## config.mk

```make
export PLATFORM = sky130hd
export DESIGN_NAME = axi_wr_bridge
export DESIGN_NICKNAME = d
export VERILOG_FILES = /design/src/source/plb_pkg.sv /design/src/source/axi_pkg.sv /design/src/source/sync_fifo.sv /design/src/source/burst_addr_gen.sv /design/src/source/wr_burst_engine.sv /design/src/source/axi_wr_bridge.sv
export SDC_FILE = /design/constraint.sdc
export NUM_CORES = 2
export LEC_CHECK = 0
export ABC_AREA = 1
export BUFFER_PORTS_ARGS = -buffer_cell sky130_fd_sc_hd__buf_2
export CORE_ASPECT_RATIO = 2
export CORE_UTILIZATION = 55
export CTS_BUF_LIST = sky130_fd_sc_hd__clkbuf_2 sky130_fd_sc_hd__clkbuf_4 sky130_fd_sc_hd__clkbuf_8
export DETAILED_ROUTE_END_ITERATION = 16
export PLACE_DENSITY = 0.74
export SLEW_MARGIN = 20
export SYNTH_ARGS = -nofsm -noshare
export SYNTH_HDL_FRONTEND = slang
export SYNTH_HIERARCHICAL = 1
export SYNTH_SLANG_ARGS = --single-unit
export TNS_END_PERCENT = 30
```

## constraint.sdc

```tcl
create_clock -name clk -period 4.3 [get_ports clk]
set_input_delay 0 -clock clk [delete_from_list [all_inputs] [get_ports clk]]
set_output_delay 0 -clock clk [all_outputs]
set_load 0.05 [all_outputs]
```

## src/source/plb_pkg.sv

```systemverilog
package plb_pkg;

  localparam int plb_bytes  = 4;
  localparam int plb_data_w = 8 * plb_bytes;
  localparam int plb_addr_w = 32;

  // FIFO sizing
  localparam int fifo_depth    = 8;
  localparam int fifo_nf_slack = 3;

  // One local bus write
  typedef struct packed {
    logic [plb_addr_w-1:0] addr;
    logic [plb_data_w-1:0] data;
    logic [plb_bytes-1:0]  be;
  } plb_wr_t;

endpackage

```

## src/source/axi_pkg.sv

```systemverilog
package axi_pkg;

  import plb_pkg::*;

  localparam int axi_id_w    = 2;
  localparam int axi_len_w   = 8;
  localparam int axi_size_w  = 3;
  localparam int axi_burst_w = 2;
  localparam int axi_resp_w  = 2;

  localparam logic [axi_burst_w-1:0] axi_burst_incr  = 2'b01;
  localparam logic [axi_resp_w-1:0]  axi_resp_okay   = 2'b00;
  localparam logic [axi_resp_w-1:0]  axi_resp_slverr = 2'b10;

  // Write address beat
  typedef struct packed {
    logic [axi_id_w-1:0]    id;
    logic [plb_addr_w-1:0]  addr;
    logic [axi_len_w-1:0]   len;
    logic [axi_size_w-1:0]  size;
    logic [axi_burst_w-1:0] burst;
  } axi_aw_t;

  typedef struct packed {
    logic [plb_data_w-1:0] data;
    logic [plb_bytes-1:0]  strb;
    logic                  last;
  } axi_w_t;

  typedef struct packed {
    logic [axi_id_w-1:0]   id;
    logic [axi_resp_w-1:0] resp;
  } axi_b_t;

endpackage

```

## src/source/sync_fifo.sv

```systemverilog
`timescale 1ns/1ps

module sync_fifo
  import plb_pkg::*;
#(
  parameter int width = 8
) (
  input  logic             clk,
  input  logic             arst_n,
  input  logic [width-1:0] wr_data,
  input  logic             wr_vld,
  output logic             wr_rdy,
  output logic             nf,
  output logic [width-1:0] rd_data,
  output logic             rd_vld,
  input  logic             rd_rdy
);

  localparam int ptr_w = $clog2(fifo_depth);
  localparam int cnt_w = $clog2(fifo_depth + 1);

  logic [width-1:0] mem [fifo_depth];
  logic [ptr_w-1:0] wr_ptr;
  logic [ptr_w-1:0] rd_ptr;
  logic [cnt_w-1:0] count;
  logic             push;
  logic             pop;

  function automatic logic [ptr_w-1:0] next_ptr(input logic [ptr_w-1:0] ptr);
    if (ptr == ptr_w'(fifo_depth - 1)) begin
      return '0;
    end
    return ptr + 1'b1;
  endfunction

  assign wr_rdy  = (count != cnt_w'(fifo_depth));
  assign rd_vld  = (count != '0);
  assign push    = wr_vld && wr_rdy;
  assign pop     = rd_vld && rd_rdy;
  assign rd_data = mem[rd_ptr];

  // Includes the write landing this cycle
  // so the writes still in the upstream pipeline always fit
  assign nf = (count + cnt_w'(push)) > cnt_w'(fifo_depth - fifo_nf_slack);

  always_ff @(posedge clk) begin
    if (push) begin
      mem[wr_ptr] <= wr_data;
    end
  end

  always_ff @(posedge clk or negedge arst_n) begin
    if (!arst_n) begin
      wr_ptr <= '0;
      rd_ptr <= '0;
      count  <= '0;
    end else begin
      if (push) begin
        wr_ptr <= next_ptr(wr_ptr);
      end
      if (pop) begin
        rd_ptr <= next_ptr(rd_ptr);
      end
      case ({push, pop})
        2'b10: begin
          count <= count + 1'b1;
        end
        2'b01: begin
          count <= count - 1'b1;
        end
        default: begin
          count <= count;
        end
      endcase
    end
  end

endmodule

```

## src/source/burst_addr_gen.sv

```systemverilog
`timescale 1ns/1ps

module burst_addr_gen
  import axi_pkg::*;
  import plb_pkg::*;
(
  input  logic                  clk,
  input  logic                  arst_n,
  input  logic                  start,
  input  axi_aw_t               aw,
  input  logic                  beat,
  output logic [plb_addr_w-1:0] beat_addr,
  output logic                  last_beat,
  output logic                  burst_done
);

  logic                  start_q;
  logic [plb_addr_w-1:0] base_addr;
  logic [axi_len_w-1:0]  len_q;
  logic [axi_size_w-1:0] size_q;
  logic [axi_len_w-1:0]  cntr;
  logic                  fin_q;
  logic [plb_addr_w-1:0] prev_addr;
  logic [plb_addr_w-1:0] step;

  assign step = plb_addr_w'(1) << size_q;

  // First beat of a burst takes the captured start address
  assign beat_addr = start_q ? base_addr : prev_addr + step;

  assign last_beat  = beat && (cntr == len_q);
  assign burst_done = fin_q || last_beat;

  always_ff @(posedge clk) begin
    if (start) begin
      base_addr <= aw.addr;
      len_q     <= aw.len;
      size_q    <= aw.size;
    end
    if (beat) begin
      prev_addr <= beat_addr;
    end
  end

  always_ff @(posedge clk or negedge arst_n) begin
    if (!arst_n) begin
      start_q <= 1'b0;
    end else begin
      start_q <= start;
    end
  end

  // Beat counter
  always_ff @(posedge clk or negedge arst_n) begin
    if (!arst_n) begin
      cntr <= '0;
    end else if (start) begin
      cntr <= '0;
    end else if (beat) begin
      cntr <= cntr + 1'b1;
    end
  end

  // Idle counts as finished so the first AW can go
  always_ff @(posedge clk or negedge arst_n) begin
    if (!arst_n) begin
      fin_q <= 1'b1;
    end else if (start) begin
      fin_q <= 1'b0;
    end else if (last_beat) begin
      fin_q <= 1'b1;
    end
  end

endmodule

```

## src/source/wr_burst_engine.sv

```systemverilog
`timescale 1ns/1ps

module wr_burst_engine
  import axi_pkg::*;
  import plb_pkg::*;
(
  input  logic    clk,
  input  logic    arst_n,
  input  axi_aw_t aw,
  input  logic    aw_vld,
  output logic    aw_rdy,
  input  axi_w_t  w,
  input  logic    w_vld,
  output logic    w_rdy,
  output plb_wr_t plb_req,
  output logic    plb_req_vld,
  input  logic    plb_nf,
  output axi_b_t  b,
  output logic    b_vld,
  input  logic    b_nf
);

  logic                   room;
  logic                   aw_pop;
  logic                   w_pop;
  logic                   burst_done;
  logic                   last_beat;
  logic [plb_addr_w-1:0]  beat_addr;
  logic [axi_burst_w-1:0] burst_q;
  logic [axi_id_w-1:0]    id_q;
  logic [axi_burst_w-1:0] s2_burst;
  logic [axi_id_w-1:0]    s2_id;
  axi_w_t                 s1_w;
  logic                   s1_vld;
  axi_w_t                 s2_w;
  logic [plb_addr_w-1:0]  s2_addr;
  logic                   s2_vld;
  logic                   s2_final;
  logic                   s2_mismatch;
  logic                   err_q;
  logic [axi_resp_w-1:0]  s2_resp;

  assign room   = !plb_nf && !b_nf;
  assign aw_rdy = room && w_vld && burst_done;
  assign w_rdy  = room && (aw_vld || !burst_done);
  assign aw_pop = aw_vld && aw_rdy;
  assign w_pop  = w_vld && w_rdy;

  burst_addr_gen u_addr_gen (
    .clk        (clk),
    .arst_n     (arst_n),
    .start      (aw_pop),
    .aw         (aw),
    .beat       (s1_vld),
    .beat_addr  (beat_addr),
    .last_beat  (last_beat),
    .burst_done (burst_done)
  );

  // Burst attributes trail by a cycle so stage 2 still sees the old burst
  // when the next AW is popped right after a final beat
  always_ff @(posedge clk) begin
    if (aw_pop) begin
      burst_q <= aw.burst;
      id_q    <= aw.id;
    end
    s2_burst <= burst_q;
    s2_id    <= id_q;
    s1_w     <= w;
    s2_w     <= s1_w;
    s2_addr  <= beat_addr;
    plb_req  <= '{addr: s2_addr, data: s2_w.data, be: s2_w.strb};
    b        <= '{id: s2_id, resp: s2_resp};
  end

  assign s2_mismatch = s2_vld && (s2_w.last != s2_final);
  assign s2_resp = (err_q || s2_mismatch || (s2_burst != axi_burst_incr)) ?
                   axi_resp_slverr : axi_resp_okay;

  always_ff @(posedge clk or negedge arst_n) begin
    if (!arst_n) begin
      s1_vld      <= 1'b0;
      s2_vld      <= 1'b0;
      s2_final    <= 1'b0;
      plb_req_vld <= 1'b0;
      b_vld       <= 1'b0;
    end else begin
      s1_vld      <= w_pop;
      s2_vld      <= s1_vld;
      s2_final    <= last_beat;
      plb_req_vld <= s2_vld;
      b_vld       <= s2_final;
    end
  end

  // Sticky wlast error across the beats of one burst
  always_ff @(posedge clk or negedge arst_n) begin
    if (!arst_n) begin
      err_q <= 1'b0;
    end else if (s2_vld) begin
      err_q <= s2_final ? 1'b0 : (err_q || s2_mismatch);
    end
  end

endmodule

```

## src/source/axi_wr_bridge.sv

```systemverilog
`timescale 1ns/1ps

module axi_wr_bridge
  import axi_pkg::*;
  import plb_pkg::*;
(
  input  logic                   clk,
  input  logic                   arst_n,
  input  logic [axi_id_w-1:0]    awid,
  input  logic [plb_addr_w-1:0]  awaddr,
  input  logic [axi_len_w-1:0]   awlen,
  input  logic [axi_size_w-1:0]  awsize,
  input  logic [axi_burst_w-1:0] awburst,
  input  logic                   awvalid,
  output logic                   awready,
  input  logic [plb_data_w-1:0]  wdata,
  input  logic [plb_bytes-1:0]   wstrb,
  input  logic                   wlast,
  input  logic                   wvalid,
  output logic                   wready,
  output logic [axi_id_w-1:0]    bid,
  output logic [axi_resp_w-1:0]  bresp,
  output logic                   bvalid,
  input  logic                   bready,
  output logic [plb_addr_w-1:0]  plb_addr,
  output logic [plb_data_w-1:0]  plb_data,
  output logic [plb_bytes-1:0]   plb_be,
  output logic                   plb_vld,
  input  logic                   plb_rdy
);

  axi_aw_t aw_in;
  axi_aw_t aw_out;
  logic    aw_out_vld;
  logic    aw_out_rdy;
  axi_w_t  w_in;
  axi_w_t  w_out;
  logic    w_out_vld;
  logic    w_out_rdy;
  plb_wr_t plb_in;
  logic    plb_in_vld;
  logic    plb_nf;
  plb_wr_t plb_out;
  axi_b_t  b_in;
  logic    b_in_vld;
  logic    b_nf;
  axi_b_t  b_out;

  assign aw_in = '{id: awid, addr: awaddr, len: awlen, size: awsize, burst: awburst};
  assign w_in  = '{data: wdata, strb: wstrb, last: wlast};

  assign plb_addr = plb_out.addr;
  assign plb_data = plb_out.data;
  assign plb_be   = plb_out.be;
  assign bid      = b_out.id;
  assign bresp    = b_out.resp;

  // Input side
  sync_fifo #(.width($bits(axi_aw_t))) u_aw_fifo (
    .clk (clk), .arst_n (arst_n),
    .wr_data (aw_in), .wr_vld (awvalid), .wr_rdy (awready), .nf (),
    .rd_data (aw_out), .rd_vld (aw_out_vld), .rd_rdy (aw_out_rdy)
  );

  sync_fifo #(.width($bits(axi_w_t))) u_w_fifo (
    .clk (clk), .arst_n (arst_n),
    .wr_data (w_in), .wr_vld (wvalid), .wr_rdy (wready), .nf (),
    .rd_data (w_out), .rd_vld (w_out_vld), .rd_rdy (w_out_rdy)
  );

  wr_burst_engine u_engine (
    .clk (clk), .arst_n (arst_n),
    .aw (aw_out), .aw_vld (aw_out_vld), .aw_rdy (aw_out_rdy),
    .w (w_out), .w_vld (w_out_vld), .w_rdy (w_out_rdy),
    .plb_req (plb_in), .plb_req_vld (plb_in_vld), .plb_nf (plb_nf),
    .b (b_in), .b_vld (b_in_vld), .b_nf (b_nf)
  );

  // Output FIFOs never fill because the engine stops on nf
  sync_fifo #(.width($bits(plb_wr_t))) u_plb_fifo (
    .clk (clk), .arst_n (arst_n),
    .wr_data (plb_in), .wr_vld (plb_in_vld), .wr_rdy (), .nf (plb_nf),
    .rd_data (plb_out), .rd_vld (plb_vld), .rd_rdy (plb_rdy)
  );

  sync_fifo #(.width($bits(axi_b_t))) u_b_fifo (
    .clk (clk), .arst_n (arst_n),
    .wr_data (b_in), .wr_vld (b_in_vld), .wr_rdy (), .nf (b_nf),
    .rd_data (b_out), .rd_vld (bvalid), .rd_rdy (bready)
  );

endmodule

```

# [Word-level counts from Yosys, hierarchy flattened]
# Memory sizes are Yosys's and may differ from the RTL's. A register that Yosys moved wholly into a read port is not among the register bits.
# Cells that the tools add are included.
[word_totals] register_bits=233 ram_bits=1248 inputBits=90 output_inout_bits=76 word_cells=165 mem_count=4
[op_classes] n_addsub=20 order_cmp=2 n_eq_ne=23 n_shift=1 n_mux=51 reduce_logical=31
[mem_list] memory="u_plb_fifo.mem" words=8 word_bits=68 rd=1 rd_clocked_by_memory_dff=0 wr=1 line_no="sync_fifo.sv:22" rtl="logic [width-1:0] mem [fifo_depth];"
[mem_list] memory="u_aw_fifo.mem" words=8 word_bits=47 rd=1 rd_clocked_by_memory_dff=1 wr=1 line_no="sync_fifo.sv:22"
[mem_list] memory="u_w_fifo.mem" words=8 word_bits=37 rd=1 rd_clocked_by_memory_dff=1 wr=1 line_no="sync_fifo.sv:22"
[mem_list] memory="u_b_fifo.mem" words=8 word_bits=4 rd=1 rd_clocked_by_memory_dff=0 wr=1 line_no="sync_fifo.sv:22"
[op_table] cell="$mux 3" count=16
[op_table] cell="$add 32x32->32" count=1
[op_table] cell="$mux 32" count=1
[op_table] cell="$pmux 4 s2" count=4
[op_table] cell="$shl 1x3->32 const A" count=1
[op_table] cell="$mux 1" count=27
[op_table] cell="$add 3x1->3 const B" count=8
[op_table] cell="$eq 3x3->1 const B" count=8
[op_table] cell="$add 4x1->4 const B" count=4
[op_table] cell="$mux 8" count=2
[op_table] cell="$ne 4x4->1 const B" count=4
[op_table] cell="$reduce_bool 4->1" count=4
[op_table] cell="$sub 4x1->4 const B" count=4
[op_table] cell="$logic_and 1x1->1" count=14
[op_table] cell="$reduce_bool 2->1" count=6
[op_table] cell="$add 4x1->4" count=2
[op_table] cell="$add 8x1->8 const B" count=1
[op_table] cell="$eq 2x1->1 const B" count=4
[op_table] cell="$eq 2x2->1 const B" count=4
[op_table] cell="$eq 8x8->1" count=1
[op_table] cell="$gt 4x3->1 const B" count=2
[op_table] cell="$logic_or 1x1->1" count=4
[op_table] cell="$logic_not 1->1" count=3
[op_table] cell="$mux 2" count=1
[op_table] cell="other kinds (2)" count=2

# [Depth between registers and ports, before layout]
[depth] depth_word=11 depth_mapped=24 ltp_nobuf=24

# [Cells and area by module]
# The synthesis kept the hierarchy.
[by_module_without_submodules] module="sync_fifo (u_plb_fifo)" instances=1 cells_each=1903 area_per_inst_um2=22287.6 seq_area_each_um2=16585.9
[by_module_without_submodules] module="sync_fifo (u_aw_fifo)" instances=1 cells_each=1348 area_per_inst_um2=15641.3 seq_area_each_um2=11541.1
[by_module_without_submodules] module="sync_fifo (u_w_fifo)" instances=1 cells_each=1079 area_per_inst_um2=12415.7 seq_area_each_um2=9138.8
[by_module_without_submodules] module="burst_addr_gen" instances=1 cells_each=523 area_per_inst_um2=4559.4 seq_area_each_um2=2503.7
[by_module_without_submodules] module="wr_burst_engine" instances=1 cells_each=213 area_per_inst_um2=4008.8 seq_area_each_um2=3893.7
[by_module_without_submodules] module="sync_fifo (u_b_fifo)" instances=1 cells_each=194 area_per_inst_um2=1976.9 seq_area_each_um2=1211.2

# [Worst setup path before layout]
# Ideal clock, no wire load.
[synth_path] kind="register to register" from="register u_plb_fifo.count[1]" to="register u_engine.u_addr_gen.cntr[6]" setup_ns=0.077 arrival_ns=4.698 required_ns=4.223 setup_slack_ns=-0.476 path_stages_with_launch=22 n_path_buf=0 synth_period_minus_slack_ns=4.776 cell_sequence="dfrtp_1 nor2_1 nand3_1 nand2_1 inv_1 ha_1 ha_1 inv_1 o21ai_0 nand2_1 o21ai_0 nor2_2 nand2_2 nor3_2 nor2_1 inv_2 nand2_1 nor2_2 nand3_1 nor2_1 o21ai_0 a21oi_1"
[synth_via] elab_chain_len=10 elab_cells_between_ends=11 classes_between="1 x add/sub; 1 x order compare; 1 x eq/ne; 1 x mux; 7 x reduce/logical"
[synth_lines] item="start: declaration" line_no="sync_fifo.sv:25" rtl="logic [cnt_w-1:0] count;"
[synth_lines] item="start signal: assignment" line_no="sync_fifo.sv:66" rtl="count <= count + 1'b1;"
[synth_lines] item="start signal: assignment" line_no="sync_fifo.sv:69" rtl="count <= count - 1'b1;"
[synth_lines] item="start signal: assignment" line_no="sync_fifo.sv:72" rtl="count <= count;"
[synth_lines] item="$ne 4x4->1 *" line_no="sync_fifo.sv:36" rtl="assign wr_rdy = (count != cnt_w'(fifo_depth));"
[synth_lines] item="net u_plb_fifo.wr_rdy" line_no="sync_fifo.sv:12" rtl="output logic wr_rdy,"
[synth_lines] item="$logic_and 1x1->1 *" line_no="sync_fifo.sv:38" rtl="assign push = wr_vld && wr_rdy;"
[synth_lines] item="net u_plb_fifo.push" line_no="sync_fifo.sv:26" rtl="logic push;"
[synth_lines] item="$add 4x1->4 *" line_no="sync_fifo.sv:44" rtl="assign nf = (count + cnt_w'(push)) > cnt_w'(fifo_depth - fifo_nf_slack);"
[synth_lines] item="$gt 4x3->1 *" line_no="sync_fifo.sv:44"
[synth_lines] item="net plb_nf" line_no="axi_wr_bridge.sv:42" rtl="logic plb_nf;"
[synth_lines] item="$logic_not 1->1 *" line_no="wr_burst_engine.sv:43" rtl="assign room = !plb_nf && !b_nf;"
[synth_lines] item="$logic_and 1x1->1 *" line_no="wr_burst_engine.sv:43"
[synth_lines] item="$logic_and 1x1->1 * (2 in a row)" line_no="wr_burst_engine.sv:44" rtl="assign aw_rdy = room && w_vld && burst_done;"
[synth_lines] item="$logic_and 1x1->1 *" line_no="wr_burst_engine.sv:46" rtl="assign aw_pop = aw_vld && aw_rdy;"
[synth_lines] item="net u_engine.aw_pop" line_no="wr_burst_engine.sv:24" rtl="logic aw_pop;"
[synth_lines] item="$mux 8 or $reduce_bool 2->1 (tied branches)"
[synth_lines] item="end signal: assignment" line_no="burst_addr_gen.sv:60" rtl="cntr <= cntr + 1'b1;"
[synth_lines] item="end: declaration" line_no="burst_addr_gen.sv:21" rtl="logic [axi_len_w-1:0] cntr;"
# The timed path passes the listed nets; every way through them passes the cells marked *.
# A chain may end at the register's enable or synchronous reset.

# [Final worst setup path]
[layout_path] from="register u_plb_fifo.count[1]" to="register u_w_fifo.count[3]"
[layout_via] elab_chain_len=10 elab_cells_between_ends=12 classes_between="1 x add/sub; 1 x order compare; 3 x eq/ne; 1 x mux; 6 x reduce/logical"
[layout_lines] item="$ne 4x4->1 *" line_no="sync_fifo.sv:36"
[layout_lines] item="net u_plb_fifo.wr_rdy" line_no="sync_fifo.sv:12"
[layout_lines] item="$logic_and 1x1->1 *" line_no="sync_fifo.sv:38"
[layout_lines] item="net u_plb_fifo.push" line_no="sync_fifo.sv:26"
[layout_lines] item="$add 4x1->4 *" line_no="sync_fifo.sv:44"
[layout_lines] item="$gt 4x3->1 *" line_no="sync_fifo.sv:44"
[layout_lines] item="net plb_nf" line_no="axi_wr_bridge.sv:42"
[layout_lines] item="$logic_not 1->1 *" line_no="wr_burst_engine.sv:43"
[layout_lines] item="$logic_and 1x1->1 *" line_no="wr_burst_engine.sv:43"
[layout_lines] item="$logic_and 1x1->1 *" line_no="wr_burst_engine.sv:45" rtl="assign w_rdy = room && (aw_vld || !burst_done);"
[layout_lines] item="net w_out_rdy" line_no="axi_wr_bridge.sv:39" rtl="logic w_out_rdy;"
[layout_lines] item="$logic_and 1x1->1 *" line_no="sync_fifo.sv:39" rtl="assign pop = rd_vld && rd_rdy;"
[layout_lines] item="net u_w_fifo.pop" line_no="sync_fifo.sv:27" rtl="logic pop;"
[layout_lines] item="$eq 2x1->1 or $eq 2x2->1 (tied branches)" line_no="sync_fifo.sv:64" rtl="case ({push, pop})"
[layout_lines] item="$pmux 4 s2 or $reduce_bool 2->1 (tied branches)"
[layout_lines] item="end signal: assignment" line_no="sync_fifo.sv:66"
[layout_lines] item="end signal: assignment" line_no="sync_fifo.sv:69"
[layout_lines] item="end signal: assignment" line_no="sync_fifo.sv:72"
[layout_lines] item="end: declaration" line_no="sync_fifo.sv:25"
# Marks and branches as above.

==> impl_metrics.csv <==
group,metric,value,unit
outcome,status,"finished, final reports clean",
power,p_seq_share,46.2,%
route,drc_errors,0,
worst_setup_path,cp-start-kind,"flop",
finish,fillCellCount,8215,
die,floorplan.initialDensity,55.4,%
worst_setup_path,critPathMostFrequentCell,"nand2_1",
sta,slew_violations,0,
finish,fin_cells,7142,
power,power_switching_share,37.5,%
cts,cts_resized,0,
die,rows,172,
worst_setup_path,crit_chain,"nor2_1 -> nand3_1 -> nand2_1 -> inv_1 -> ha_1 -> ha_1 -> inv_1 -> o21ai_0 -> nand2_1 -> o21ai_0 -> nor2_2 -> o21a_1 -> nand2_1 -> inv_1 -> ha_1 -> ha_1 -> or2_2 -> nand3_1 -> nand2_1 -> nand2_1 -> nand2_1",
cts,numCtsBuffers,194,
sta,worstMarginPinSlew,1120,ps
power,leakagePower,26.0,nW
route,via_count,38500,
route,routedWlPerCell,18.3,um
global_route,overflow,0,
sta,layout_min_cycle_time,3790,ps
finish,final_common_cell,"nand2_1",
power,p_total,47.2,mW
sta,setup_viol_count_final,0,
synth,synth_warnings,6,
worst_setup_path,arrival,4540,ps
power,p_int,29.5,mW
cts,clock_sinks,1564,
cts,clkSlewWorstSetupHoldPaths,70,ps
global_route,grtUsageTotal,23.5,%
cts,insertion_delay,870,ps
synth,syn_avg_cell_area,11.6,um^2
placement,place_hpwl,72700,um
cts,hold_buffers,176,
worst_setup_path,max_stage_delay,460,ps
power,power_frac_clock,22.6,%
worst_hold_path,worstHoldStart,"wvalid",
finish,synthToLayoutAreaGrowth,13.0,%
synth,synthCells,5241,
power,vdd_drop_max,0.452,mV
die,die_h,472,um
sta,hold_ws,170,ps
route,ant_nets,0,
worst_hold_path,hp-class,"primary input to flop",
finish,fin_nets,5725,
cts,cts_setup_buffers,0,
cts,tritoncts,"done",
job,maxCapViolCount,0,
die,die_w,237,um
synth,synth_fp_nets,5376,
global_route,grt_pass1_vias,38400,
placement,place.gp.congestion,0.852,
worst_setup_path,cp-startpoint,"u_plb_fifo/count[1]$_DFFE_PN0P_",
sta,hold_viol_final,0,
sta,fin_crit_sh,88.2,%
sta,max_freq,264,MHz
synth,syn_area,0.0608,mm^2
sta,clock_skew,28.0,ps
placement,placedCellCount,6610,
placement,portBuffers,165,
power,switchingPower,17.7,mW
worst_setup_path,required,5050,ps
power,comb_power_share,31.2,%
worst_setup_path,cp_max_fo,7,
worst_setup_path,worstSetupPathType,"flop to flop",
sta,rsz0062_at_grt,"false",
finish,mostFrequentLayoutCells,"1385 x nand2_1, 1327 x edfxtp_1, 983 x nor2_1",
power,power_density,687,mW/mm^2
worst_setup_path,endpoint_kind,"flop",
route,drt_iter0_markers,2847,
worst_setup_path,worstReg2RegStart,"u_plb_fifo/count[1]$_DFFE_PN0P_",
global_route,grt_pass1_wl,204000,um
global_route,antenna_found_initial,11,
global_route,grt_start_max_net_pins,225,
sta,max_slew_margin,25.7,%
cts,cts_htree_levels,4,
cts,clock_path_buffers,3,
finish,final_layout_size_suffix_gt1_share,11.2,%
route,firstDrtPassIters,6,
cts,root_buffer,"clkbuf_8",
sta,tns,0,ps
die,pin_count,166,
route,drt_wl_total,130000,um
die,die_area,0.112,mm^2
worst_setup_path,slowest_stage,"dfrtp_1",
route,viasPerCell,5.39,
die,core_area,0.110,mm^2
## state kept, by name (all words and copies together), names as in the netlist, 4 cells and up
name,flops
u_plb_fifo/mem,544
u_aw_fifo/mem,376
u_w_fifo/mem,296
u_engine/plb_req,68
u_engine/s1_w,37
u_engine/s2_w,37
u_b_fifo/mem,32
u_engine/s2_addr,32
u_engine/u_addr_gen/base_addr,32
u_engine/u_addr_gen/prev_addr,32
u_engine/u_addr_gen/cntr,8
u_engine/u_addr_gen/len_q,8
u_aw_fifo/count,4
u_b_fifo/count,4
u_plb_fifo/count,4
u_w_fifo/count,4
## power groups by stage
stage	sequential (mW)	combinational [mW]	clock, mW
3_3_place_gp	22.0	14.4	0
5_1_grt	22.1	16.4	11.4
4_1_cts	21.8	14.9	10.9
2_1_floorplan	21.4	10.8	0
6_report	21.8	14.7	10.6
3_5_place_dp	22.1	14.7	0
## layout make-up
class                      count  area [um^2]  share of cell area (%)
antenna                        5         12.5                  0.0182
timing repair buffer         401         3260                    4.75
tap                         1392         1740                    2.54
sequential                  1564        44900                    65.4
multi-input combinational   3295        14300                    20.8
inverter                     134          517                   0.752
clock inverter                79          573                   0.834
clock buffer                 272         3400                    4.95
## worst max-delay path: cells and delay by family, from the launching register on
family / cells / cell delay, ps
simple gates: 11 / 1260
fa+ha+maj: 4 / 1080
compound gates: 3 / 480
flops: 1 / 460
buf+inv: 3 / 370
## layer usage
layer  track usage, %  routed length [um]
met5                0                  76
met4             9.82                3960
met3             4.25                7940
met2             42.1               68400
met1             27.5               50000
## worst paths after layout
check / endpoint / depth (start not counted) / slack [ps]
setup / recovery: u_w_fifo/count[3]$_DFFE_PN0P_ / 21 / 510
max in group asynchronous: u_w_fifo/rd_ptr[0]$_DFFE_PN0P_ / 4 / 3270
min in group asynchronous: u_b_fifo/rd_ptr[1]$_DFFE_PN0P_ / 4 / 380
hold reg to reg: u_engine/b[2]$_DFF_P_ / 0 / 320
setup reg to reg: u_w_fifo/count[3]$_DFFE_PN0P_ / 21 / 510
hold / removal: u_w_fifo/wr_ptr[0]$_DFFE_PN0P_ / 4 / 170
## stage by stage
step | worst slack (ps) | util (%) | area [um^2]
global route | 247 | 62.6 | 68700
floorplan | 84.4 | - | 60800
global placement | 753 | 57.3 | 62900
detailed placement | 628 | 57.3 | 62900
finish | 507 | 62.6 | 68700
CTS | 576 | 62.6 | 68700
Power figures use the tool's default switching activity.
